**src/include/bb_defines.svh**
```systemverilog
`ifndef BB_DEFINES_SVH
`define BB_DEFINES_SVH

// logical transports, LT_ADDR 0 included
`define BB_NUM_LINKS 8

// header field widths
`define BB_LT_W      3
`define BB_TYPE_W    4
`define BB_HEC_W     8

// lt_addr + type + flow + arqn + seqn
`define BB_HDR_BITS  10

// octal 647 with the x^8 term dropped
`define BB_HEC_POLY  8'hA7

`define BB_TYPE_POLL 4'd1

`endif
```
**src/logic/bb_pkg.sv**
```systemverilog
`default_nettype none
`include "bb_defines.svh"

package bb_pkg;

  typedef logic [`BB_LT_W-1:0]   lt_addr_t;
  typedef logic [`BB_TYPE_W-1:0] pk_type_t;
  typedef logic [`BB_HEC_W-1:0]  hec_t;
  typedef logic [7:0]            uap_t;

  // last field first, so bit 0 is the first bit on air
  typedef struct packed {
    logic     seqn;
    logic     arqn;
    logic     flow;
    pk_type_t pk_type;
    lt_addr_t lt_addr;
  } bt_header_t;

  // broadcast to all link cells
  typedef struct packed {
    bt_header_t hdr;
    logic       hec_good;
    logic       valid;
  } rx_update_t;

  typedef struct packed {
    logic seqn_old;     // last accepted rx seqn
    logic arqn;         // ack to send next
    logic remote_flow;
    logic tx_seqn;
    logic acked;        // last rx arqn
  } link_state_t;

  typedef enum logic [1:0] {
    IDLE,
    HEADER,
    HEC
  } tx_state_t;

endpackage

`default_nettype wire

```
**src/logic/bitproc_top.sv**
```systemverilog
`timescale 1ns/10ps
`default_nettype none
`include "bb_defines.svh"

module bitproc_top (
  input  wire                      clk_6M,
  input  wire                      rstz,
  input  wire                      bit_p,
  input  wire                      rxbit,
  input  wire                      rx_header_st_p,
  input  wire                      tx_start_p,
  input  wire bb_pkg::lt_addr_t    tx_lt_addr,
  input  wire bb_pkg::pk_type_t    tx_pk_type,
  input  wire                      rx_buf_stop,
  input  wire bb_pkg::uap_t        uap,
  output wire bb_pkg::rx_update_t  rx_upd,
  output wire                      lt_addressed,
  output wire                      rxispoll,
  output wire bb_pkg::link_state_t [`BB_NUM_LINKS-1:0] link_st,
  output wire                      txbit,
  output wire                      txbit_period,
  output wire                      tx_endp,
  output wire                      sendoldpy
);
  import bb_pkg::*;

  hdr_rx hdr_rx_u (
    .clk_6M         (clk_6M        ),
    .rstz           (rstz          ),
    .bit_p          (bit_p         ),
    .rxbit          (rxbit         ),
    .rx_header_st_p (rx_header_st_p),
    .uap            (uap           ),
    .rx_upd         (rx_upd        ),
    .lt_addressed   (lt_addressed  ),
    .rxispoll       (rxispoll      )
  );

  // one cell per lt_addr
  for (genvar i = 0; i < `BB_NUM_LINKS; i++)
  begin : g_link
    arq_link #(
      .LINK_ID (lt_addr_t'(i))
    ) arq_link_u (
      .clk_6M (clk_6M    ),
      .rstz   (rstz      ),
      .rx_upd (rx_upd    ),
      .state  (link_st[i])
    );
  end

  hdr_tx hdr_tx_u (
    .clk_6M       (clk_6M      ),
    .rstz         (rstz        ),
    .bit_p        (bit_p       ),
    .tx_start_p   (tx_start_p  ),
    .tx_lt_addr   (tx_lt_addr  ),
    .tx_pk_type   (tx_pk_type  ),
    .rx_buf_stop  (rx_buf_stop ),
    .uap          (uap         ),
    .links        (link_st     ),
    .txbit        (txbit       ),
    .txbit_period (txbit_period),
    .tx_endp      (tx_endp     ),
    .sendoldpy    (sendoldpy   )
  );

endmodule

`default_nettype wire

```
**src/logic/hdr_tx.sv**
```systemverilog
`timescale 1ns/10ps
`default_nettype none
`include "bb_defines.svh"

module hdr_tx (
  input  wire                      clk_6M,
  input  wire                      rstz,
  input  wire                      bit_p,
  input  wire                      tx_start_p,
  input  wire bb_pkg::lt_addr_t    tx_lt_addr,
  input  wire bb_pkg::pk_type_t    tx_pk_type,
  input  wire                      rx_buf_stop,
  input  wire bb_pkg::uap_t        uap,
  input  wire bb_pkg::link_state_t [`BB_NUM_LINKS-1:0] links,
  output logic                     txbit,
  output logic                     txbit_period,
  output logic                     tx_endp,
  output logic                     sendoldpy
);
  import bb_pkg::*;

  tx_state_t   st;
  logic [3:0]  bit_cnt;
  bt_header_t  hdr_q;
  link_state_t sel;
  hec_t        hec_calc;
  logic        start_ok;
  logic        hdr_shift;
  logic        hdr_bit;

  assign sel       = links[tx_lt_addr];
  assign start_ok  = tx_start_p & (st == IDLE);    // busy starts are dropped
  assign hdr_shift = bit_p & (st == HEADER);
  assign hdr_bit   = hdr_q[bit_cnt];
  assign tx_endp   = bit_p & (st == HEC) & (bit_cnt == 4'(`BB_HEC_W));

  hec_lfsr hec_u (
    .clk_6M (clk_6M   ),
    .rstz   (rstz     ),
    .load   (start_ok ),
    .seed   (uap      ),
    .shift  (hdr_shift),
    .din    (hdr_bit  ),
    .hec    (hec_calc )
  );

  always_ff @(posedge clk_6M)
  begin
    if (start_ok)
      hdr_q <= '{seqn:    sel.tx_seqn,
                 arqn:    sel.arqn,
                 flow:    ~rx_buf_stop,
                 pk_type: tx_pk_type,
                 lt_addr: tx_lt_addr};
  end

  always_ff @(posedge clk_6M or negedge rstz)
  begin
    if (!rstz)
    begin
      st           <= IDLE;
      bit_cnt      <= '0;
      txbit        <= 1'b0;
      txbit_period <= 1'b0;
      sendoldpy    <= 1'b0;
    end
    else
    begin
      case (st)
        IDLE:
          if (start_ok)
          begin
            st           <= HEADER;
            bit_cnt      <= '0;
            txbit_period <= 1'b1;
            sendoldpy    <= ~sel.acked;   // last arqn was a nak
          end
        HEADER:
          if (bit_p)
          begin
            txbit <= hdr_bit;
            if (bit_cnt == 4'(`BB_HDR_BITS - 1))
            begin
              st      <= HEC;
              bit_cnt <= '0;
            end
            else
              bit_cnt <= bit_cnt + 4'd1;
          end
        HEC:
          if (tx_endp)
          begin
            st           <= IDLE;
            bit_cnt      <= '0;
            txbit        <= 1'b0;
            txbit_period <= 1'b0;
          end
          else if (bit_p)
          begin
            txbit   <= hec_calc[bit_cnt[2:0]];   // lsb first, lfsr holds still here
            bit_cnt <= bit_cnt + 4'd1;
          end
        default:
          st <= IDLE;
      endcase
    end
  end

endmodule

`default_nettype wire

```
**src/logic/arq_link.sv**
```systemverilog
`timescale 1ns/10ps
`default_nettype none

module arq_link #(
  parameter bb_pkg::lt_addr_t LINK_ID = '0
) (
  input  wire                     clk_6M,
  input  wire                     rstz,
  input  wire bb_pkg::rx_update_t rx_upd,
  output bb_pkg::link_state_t     state
);
  import bb_pkg::*;

  bt_header_t hdr;
  logic       hit;
  logic       new_seqn;

  assign hdr      = rx_upd.hdr;
  assign hit      = rx_upd.valid & (hdr.lt_addr == LINK_ID);
  assign new_seqn = (hdr.seqn != state.seqn_old);

  always_ff @(posedge clk_6M or negedge rstz)
  begin
    if (!rstz)
      state <= '0;
    else if (hit)
    begin
      if (!rx_upd.hec_good)
        state.arqn <= 1'b0;     // nak, nothing else trusted
      else
      begin
        state.remote_flow <= hdr.flow;
        state.acked       <= hdr.arqn;
        // duplicates are acked again
        state.arqn <= 1'b1;
        if (new_seqn)
          state.seqn_old <= hdr.seqn;
        // remote acked our last packet, move on
        if (hdr.arqn)
          state.tx_seqn <= ~state.tx_seqn;
      end
    end
  end

endmodule

`default_nettype wire

```
**src/logic/hdr_rx.sv**
```systemverilog
`timescale 1ns/10ps
`default_nettype none
`include "bb_defines.svh"

module hdr_rx (
  input  wire                clk_6M,
  input  wire                rstz,
  input  wire                bit_p,
  input  wire                rxbit,
  input  wire                rx_header_st_p,
  input  wire bb_pkg::uap_t  uap,
  output bb_pkg::rx_update_t rx_upd,
  output logic               lt_addressed,
  output logic               rxispoll
);
  import bb_pkg::*;

  localparam int HDR_LEN = `BB_HDR_BITS + `BB_HEC_W;  // 18 bits on air

  logic [4:0]         bit_cnt;     // bits taken so far
  logic               rx_on;
  logic [HDR_LEN-1:0] rx_sr;
  logic [HDR_LEN-1:0] rx_word;
  logic               take_bit;
  logic               last_bit;
  logic               lfsr_load;
  logic               lfsr_shift;
  logic               good_now;
  hec_t               hec_calc;
  bt_header_t         hdr_now;
  bt_header_t         hdr_q;
  logic               good_q;
  logic               valid_q;

  assign take_bit   = bit_p & (rx_header_st_p | rx_on);
  assign last_bit   = bit_p & rx_on & ~rx_header_st_p & (bit_cnt == 5'(HDR_LEN - 1));
  // start strobe is held for a whole bit time
  assign lfsr_load  = bit_p & rx_header_st_p;
  // only the 10 field bits go through the lfsr
  assign lfsr_shift = take_bit & (rx_header_st_p | (bit_cnt < 5'(`BB_HDR_BITS)));

  assign rx_word  = {rxbit, rx_sr[HDR_LEN-1:1]};   // first bit ends up in bit 0
  assign hdr_now  = rx_word[`BB_HDR_BITS-1:0];
  assign good_now = (rx_word[HDR_LEN-1:`BB_HDR_BITS] == hec_calc);

  hec_lfsr hec_u (
    .clk_6M (clk_6M    ),
    .rstz   (rstz      ),
    .load   (lfsr_load ),
    .seed   (uap       ),
    .shift  (lfsr_shift),
    .din    (rxbit     ),
    .hec    (hec_calc  )
  );

  always_ff @(posedge clk_6M or negedge rstz)
  begin
    if (!rstz)
    begin
      rx_on   <= 1'b0;
      bit_cnt <= '0;
    end
    else if (bit_p)
    begin
      if (rx_header_st_p)
      begin
        rx_on   <= 1'b1;    // also restarts a header in progress
        bit_cnt <= 5'd1;
      end
      else if (last_bit)
      begin
        rx_on   <= 1'b0;
        bit_cnt <= '0;
      end
      else if (rx_on)
        bit_cnt <= bit_cnt + 5'd1;
    end
  end

  always_ff @(posedge clk_6M)
  begin
    if (take_bit)
      rx_sr <= rx_word;
  end

  always_ff @(posedge clk_6M or negedge rstz)
  begin
    if (!rstz)
    begin
      valid_q      <= 1'b0;
      lt_addressed <= 1'b0;
      rxispoll     <= 1'b0;
    end
    else
    begin
      valid_q      <= last_bit;
      lt_addressed <= last_bit & good_now & (hdr_now.lt_addr != '0);
      rxispoll     <= last_bit & good_now & (hdr_now.lt_addr != '0)
                      & (hdr_now.pk_type == `BB_TYPE_POLL);
    end
  end

  always_ff @(posedge clk_6M)
  begin
    if (last_bit)
    begin
      hdr_q  <= hdr_now;
      good_q <= good_now;
    end
  end

  assign rx_upd = '{hdr: hdr_q, hec_good: good_q, valid: valid_q};

endmodule

`default_nettype wire

```
**src/logic/hec_lfsr.sv**
```systemverilog
`timescale 1ns/10ps
`default_nettype none
`include "bb_defines.svh"

module hec_lfsr (
  input  wire          clk_6M,
  input  wire          rstz,
  input  wire          load,
  input  wire bb_pkg::uap_t seed,
  input  wire          shift,
  input  wire          din,
  output bb_pkg::hec_t hec
);
  import bb_pkg::*;

  hec_t base;
  logic fb;

  // load and first shift may land in the same clock
  assign base = load ? hec_t'(seed) : hec;
  assign fb   = din ^ base[`BB_HEC_W-1];

  always_ff @(posedge clk_6M or negedge rstz)
  begin
    if (!rstz)
      hec <= '0;
    else if (shift)
      hec <= {base[`BB_HEC_W-2:0], 1'b0} ^ ({`BB_HEC_W{fb}} & `BB_HEC_POLY);
    else if (load)
      hec <= base;
  end

endmodule

`default_nettype wire

```
**config.mk**
```make
export PLATFORM = sky130hd
export DESIGN_NAME = bitproc_top
export DESIGN_NICKNAME = d
export VERILOG_FILES = /design/src/logic/bb_pkg.sv /design/src/logic/bitproc_top.sv /design/src/logic/hdr_tx.sv /design/src/logic/arq_link.sv /design/src/logic/hdr_rx.sv /design/src/logic/hec_lfsr.sv
export VERILOG_INCLUDE_DIRS = /design/src /design/src/include
export SDC_FILE = /design/constraint.sdc
export NUM_CORES = 1
export LEC_CHECK = 0
export BUFFER_PORTS_ARGS = -buffer_cell sky130_fd_sc_hd__buf_4
export CAP_MARGIN = 20
export CORE_ASPECT_RATIO = 1.5
export CORE_MARGIN = 2
export CORE_UTILIZATION = 45
export CTS_CLUSTER_DIAMETER = 50
export DETAILED_ROUTE_END_ITERATION = 10
export GPL_ROUTABILITY_DRIVEN = 0
export PLACE_DENSITY = 0.62
export RECOVER_POWER = 50
export SETUP_SLACK_MARGIN = 0.05
export SKIP_CTS_REPAIR_TIMING = 1
export SLEW_MARGIN = 20
export SYNTH_ARGS = -nofsm -noshare
export SYNTH_HDL_FRONTEND = slang
export SYNTH_SLANG_ARGS = --single-unit
```
**constraint.sdc**
```tcl
create_clock -name clk_6M -period 3.5 [get_ports clk_6M]
set_input_delay 0.7 -clock clk_6M [delete_from_list [all_inputs] [get_ports clk_6M]]
set_output_delay 0.7 -clock clk_6M [all_outputs]
set_load 0.03 [all_outputs]
```
==> run metrics <==
status complete, but fails checks; failing checks capacitance limit, slew limit; vias in the first global route 3,518; switching part of the total 31.32%; CTS Buffer Depth 2; root buffer cell clkbuf_16; Main synth FF type dfrtp_1; post-route ant nets 0; Hold Crit Class flop to flop; Post-Synth Adder-Cell Area 2.197%; Clk network pwr share 28.1%; global route overflow 0; Post-Synthesis Cells 405; synth top area cells dfrtp_1 36%, edfxtp_1 22%, mux2_2 4.4%, mux2i_1 4.3%, nand2_1 4.0%; Final Max Slew Viols 34; DR iter-0 viols 161; Die Area 12,280 µm²; Area Overhead vs Synth 19.63%; maxcap violations 1; YS warnings 0; max_slew headroom -33.88%; Seq pwr share 47.2%; Fill cells 1,016; FF+latch area 2993 µm²; Non-Filler Instances 637; initial core utilization 46.36%; EDFF count, synth 38; Synth Area in Simple Gates 11.35%; largest family of logic cells by synthesized area multiplexers; Worst EP required 3740 ps; leading area contributor after synthesis dfrtp_1; CP endpoint kind flop; initial antenna violation count 0; first-pass GRT wire length 18.11 mm; Die W 91.14 µm; Sw Pwr 1.105 mW; GRT Util Overall 18.95%; Static Leak 2.819 nW; Worst Slack Setup Final 981.2 ps; chip height 134.7 µm; period utilisation layout 71.97%; DP Area 5851 µm²; Setup violations, final 0; Pwr Total 3.528 mW; CTS tree done; worst vdd ir 274.4 µV; Period minus WS final 2519 ps; placed insts 620; sequential area share after synthesis 58.40%; Synth Cell Area 5125 µm²; diodes inserted 0; row cnt 47; fin nets 516; RSZ-0062 raised after global routing no; critical path peak fanout 21; routed vias/inst 5.270; largest net degree at the start of global routing 75; Core Area 11,060 µm²; CP Launch Type primary input; mux cell area share after synthesis 13.50%; Detailed Route WL 10.96 mm; crit path DAT 2760 ps; H-tree levels 3; Skew-Pair Late Insertion Delay 350 ps; clock buffer count from CTS 9; Cell Pwr Density 575.4 nW/µm²; Synth top area share 36.13%; Logic pwr share 24.8%; Synth Area in Compound Gates 7.935%; Sum Neg Setup Slack 0 ps; design area 6131 µm²; port bufs 79; syn avg cell area 12.65 µm²; Avg WL per Cell 17.20 µm; FF+latch count, synth 112; Worst-path clk slew 70 ps; CP Class primary input to flop; 1st-pass router iterations 4; DRC Markers 0; # clock sinks 112; Ports 80; layout cells sized above 1 26.12%; total number of vias 3,357; area share of xor/xnor cells in the synthesized design 4.272%; pre-CTS setup slack 1256 ps; internal power 2.423 mW; HPWL after detailed placement 8.084 mm; Fmax 397.0 MHz; worst slew pin tran 2008 ps; final hold violations 0; synthesized net count 436; Netlist cell types 55; Post-synth ARST share 66.07%; skew final 6.848 ps; Multi-input gate area 2017 µm²
## metrics by stage
stage | util (%) | hold WS [ps]
CTS | 55.55 | 457.8
finish | 55.46 | 458.2
global placement | 52.92 | 435.1
detailed placement | 52.92 | 440.0
floorplan | - | 404.4
global route | 55.46 | 469.5
## cells in the mapped netlist, drive strengths merged (2+ instances only)
cell      n
a211oi    4
a21o      9
a21oi     8
a22oi     2
a31oi     3
and2      5
buf       7
clkbuf    6
dfrtp    74
edfxtp   38
ha        9
inv      13
mux2     22
mux2i    23
mux4      9
nand2    56
nand2b    7
nand3     9
nand3b    2
nand4     7
nor2     16
nor2b     5
nor3      5
o21a      2
o21ai    20
o2bb2ai   2
xnor2    17
xor2      8
## registers in the layout, indices dropped and copies added (netlist names), 4 cells and up
register and count:
hdr_rx_u.rx_upd 10, hdr_rx_u.bit_cnt 5, hdr_tx_u.hdr_q 10, hdr_tx_u.hec_u.hec 8
g_link.arq_link_u.state 40, hdr_tx_u.bit_cnt 4, hdr_rx_u.rx_sr 17, hdr_rx_u.hec_u.hec 8
## power by group through the flow
stage | logic (mW) | registers (mW) | clock network, mW
after floorplan | 0.684 | 1.66 | 0
after global placement | 0.856 | 1.69 | 0
after detailed placement | 0.881 | 1.69 | 0
after CTS | 0.885 | 1.67 | 1.01
after global routing | 0.979 | 1.69 | 1.06
final | 0.874 | 1.66 | 0.990
## layer usage
layer / part of all wire, % / wire [µm] / GRT usage (%)
met1: 39 / 4318 / 22.65
met2: 54 / 5881 / 33.42
met5: 0 / 0 / 0
met3: 5.1 / 560 / 4.576
met4: 1.8 / 198 / 6.566
## cell families after synthesis
logic type	Yosys count
AO/OA/AOI/OAI	60
XOR/XNOR	25
adder cells (fa/ha/maj)	9
buffers and inverters	26
flip-flops	112
multiplexers	54
AND/OR/NAND/NOR	119
## layout make-up
| class | count | area share [%] |
|---|---|---|
| sequential | 112 | 48.82 |
| tap | 147 | 3.000 |
| clock buffer | 9 | 3.673 |
| timing repair buffer | 82 | 9.755 |
| inverter | 13 | 0.7959 |
| clock inverter | 7 | 1.061 |
| multi-input combinational | 267 | 32.90 |
## worst max-delay path: stages
cell,delay [ps]
buf_4,170
o21a_1,140
clkbuf_1,760
o21ai_1,560
mux2_2,420
## path summary, 6_finish.rpt
check | from | to | slack (ps) | cells after the start
min in group asynchronous | rstz | hdr_tx_u.bit_cnt[2] | 900 | 1
max in group asynchronous | rstz | hdr_tx_u.hec_u.hec[0] | 1430 | 1
worst max-delay path | bit_p | hdr_rx_u.hec_u.hec[0] | 980 | 5
worst min register to register | hdr_rx_u.rx_sr[1] | hdr_rx_u.rx_upd[2] | 460 | 0
worst max register to register | hdr_rx_u.rx_on | hdr_rx_u.hec_u.hec[0] | 1120 | 4
worst min-delay path | hdr_rx_u.rx_sr[1] | hdr_rx_u.rx_upd[2] | 460 | 0
## layout by cell type (no fill, tap or decap), drive strengths merged, types with 2 or more instances in the layout
master   synthesis  routed
dfrtp           74      74
a31oi            3       3
a21o             9       9
nor2b            5       5
nor3             5       5
inv             13      16
mux2i           23      23
a21oi            8       8
nand2           56      56
nor2            16      16
buf              7      69
o2bb2ai          2       2
clkinv           0       3
mux4             9       9
mux2            22      22
o21a             2       2
nand2b           7       7
a22oi            2       2
xnor2           17      17
nand4            7       7
ha               9       9
o21ai           20      20
clkbuf           6      22
xor2             8       8
nand3b           2       2
nand3            9       9
edfxtp          38      38
a211oi           4       4
and2             5       5
Power figures use the tool's default switching activity.
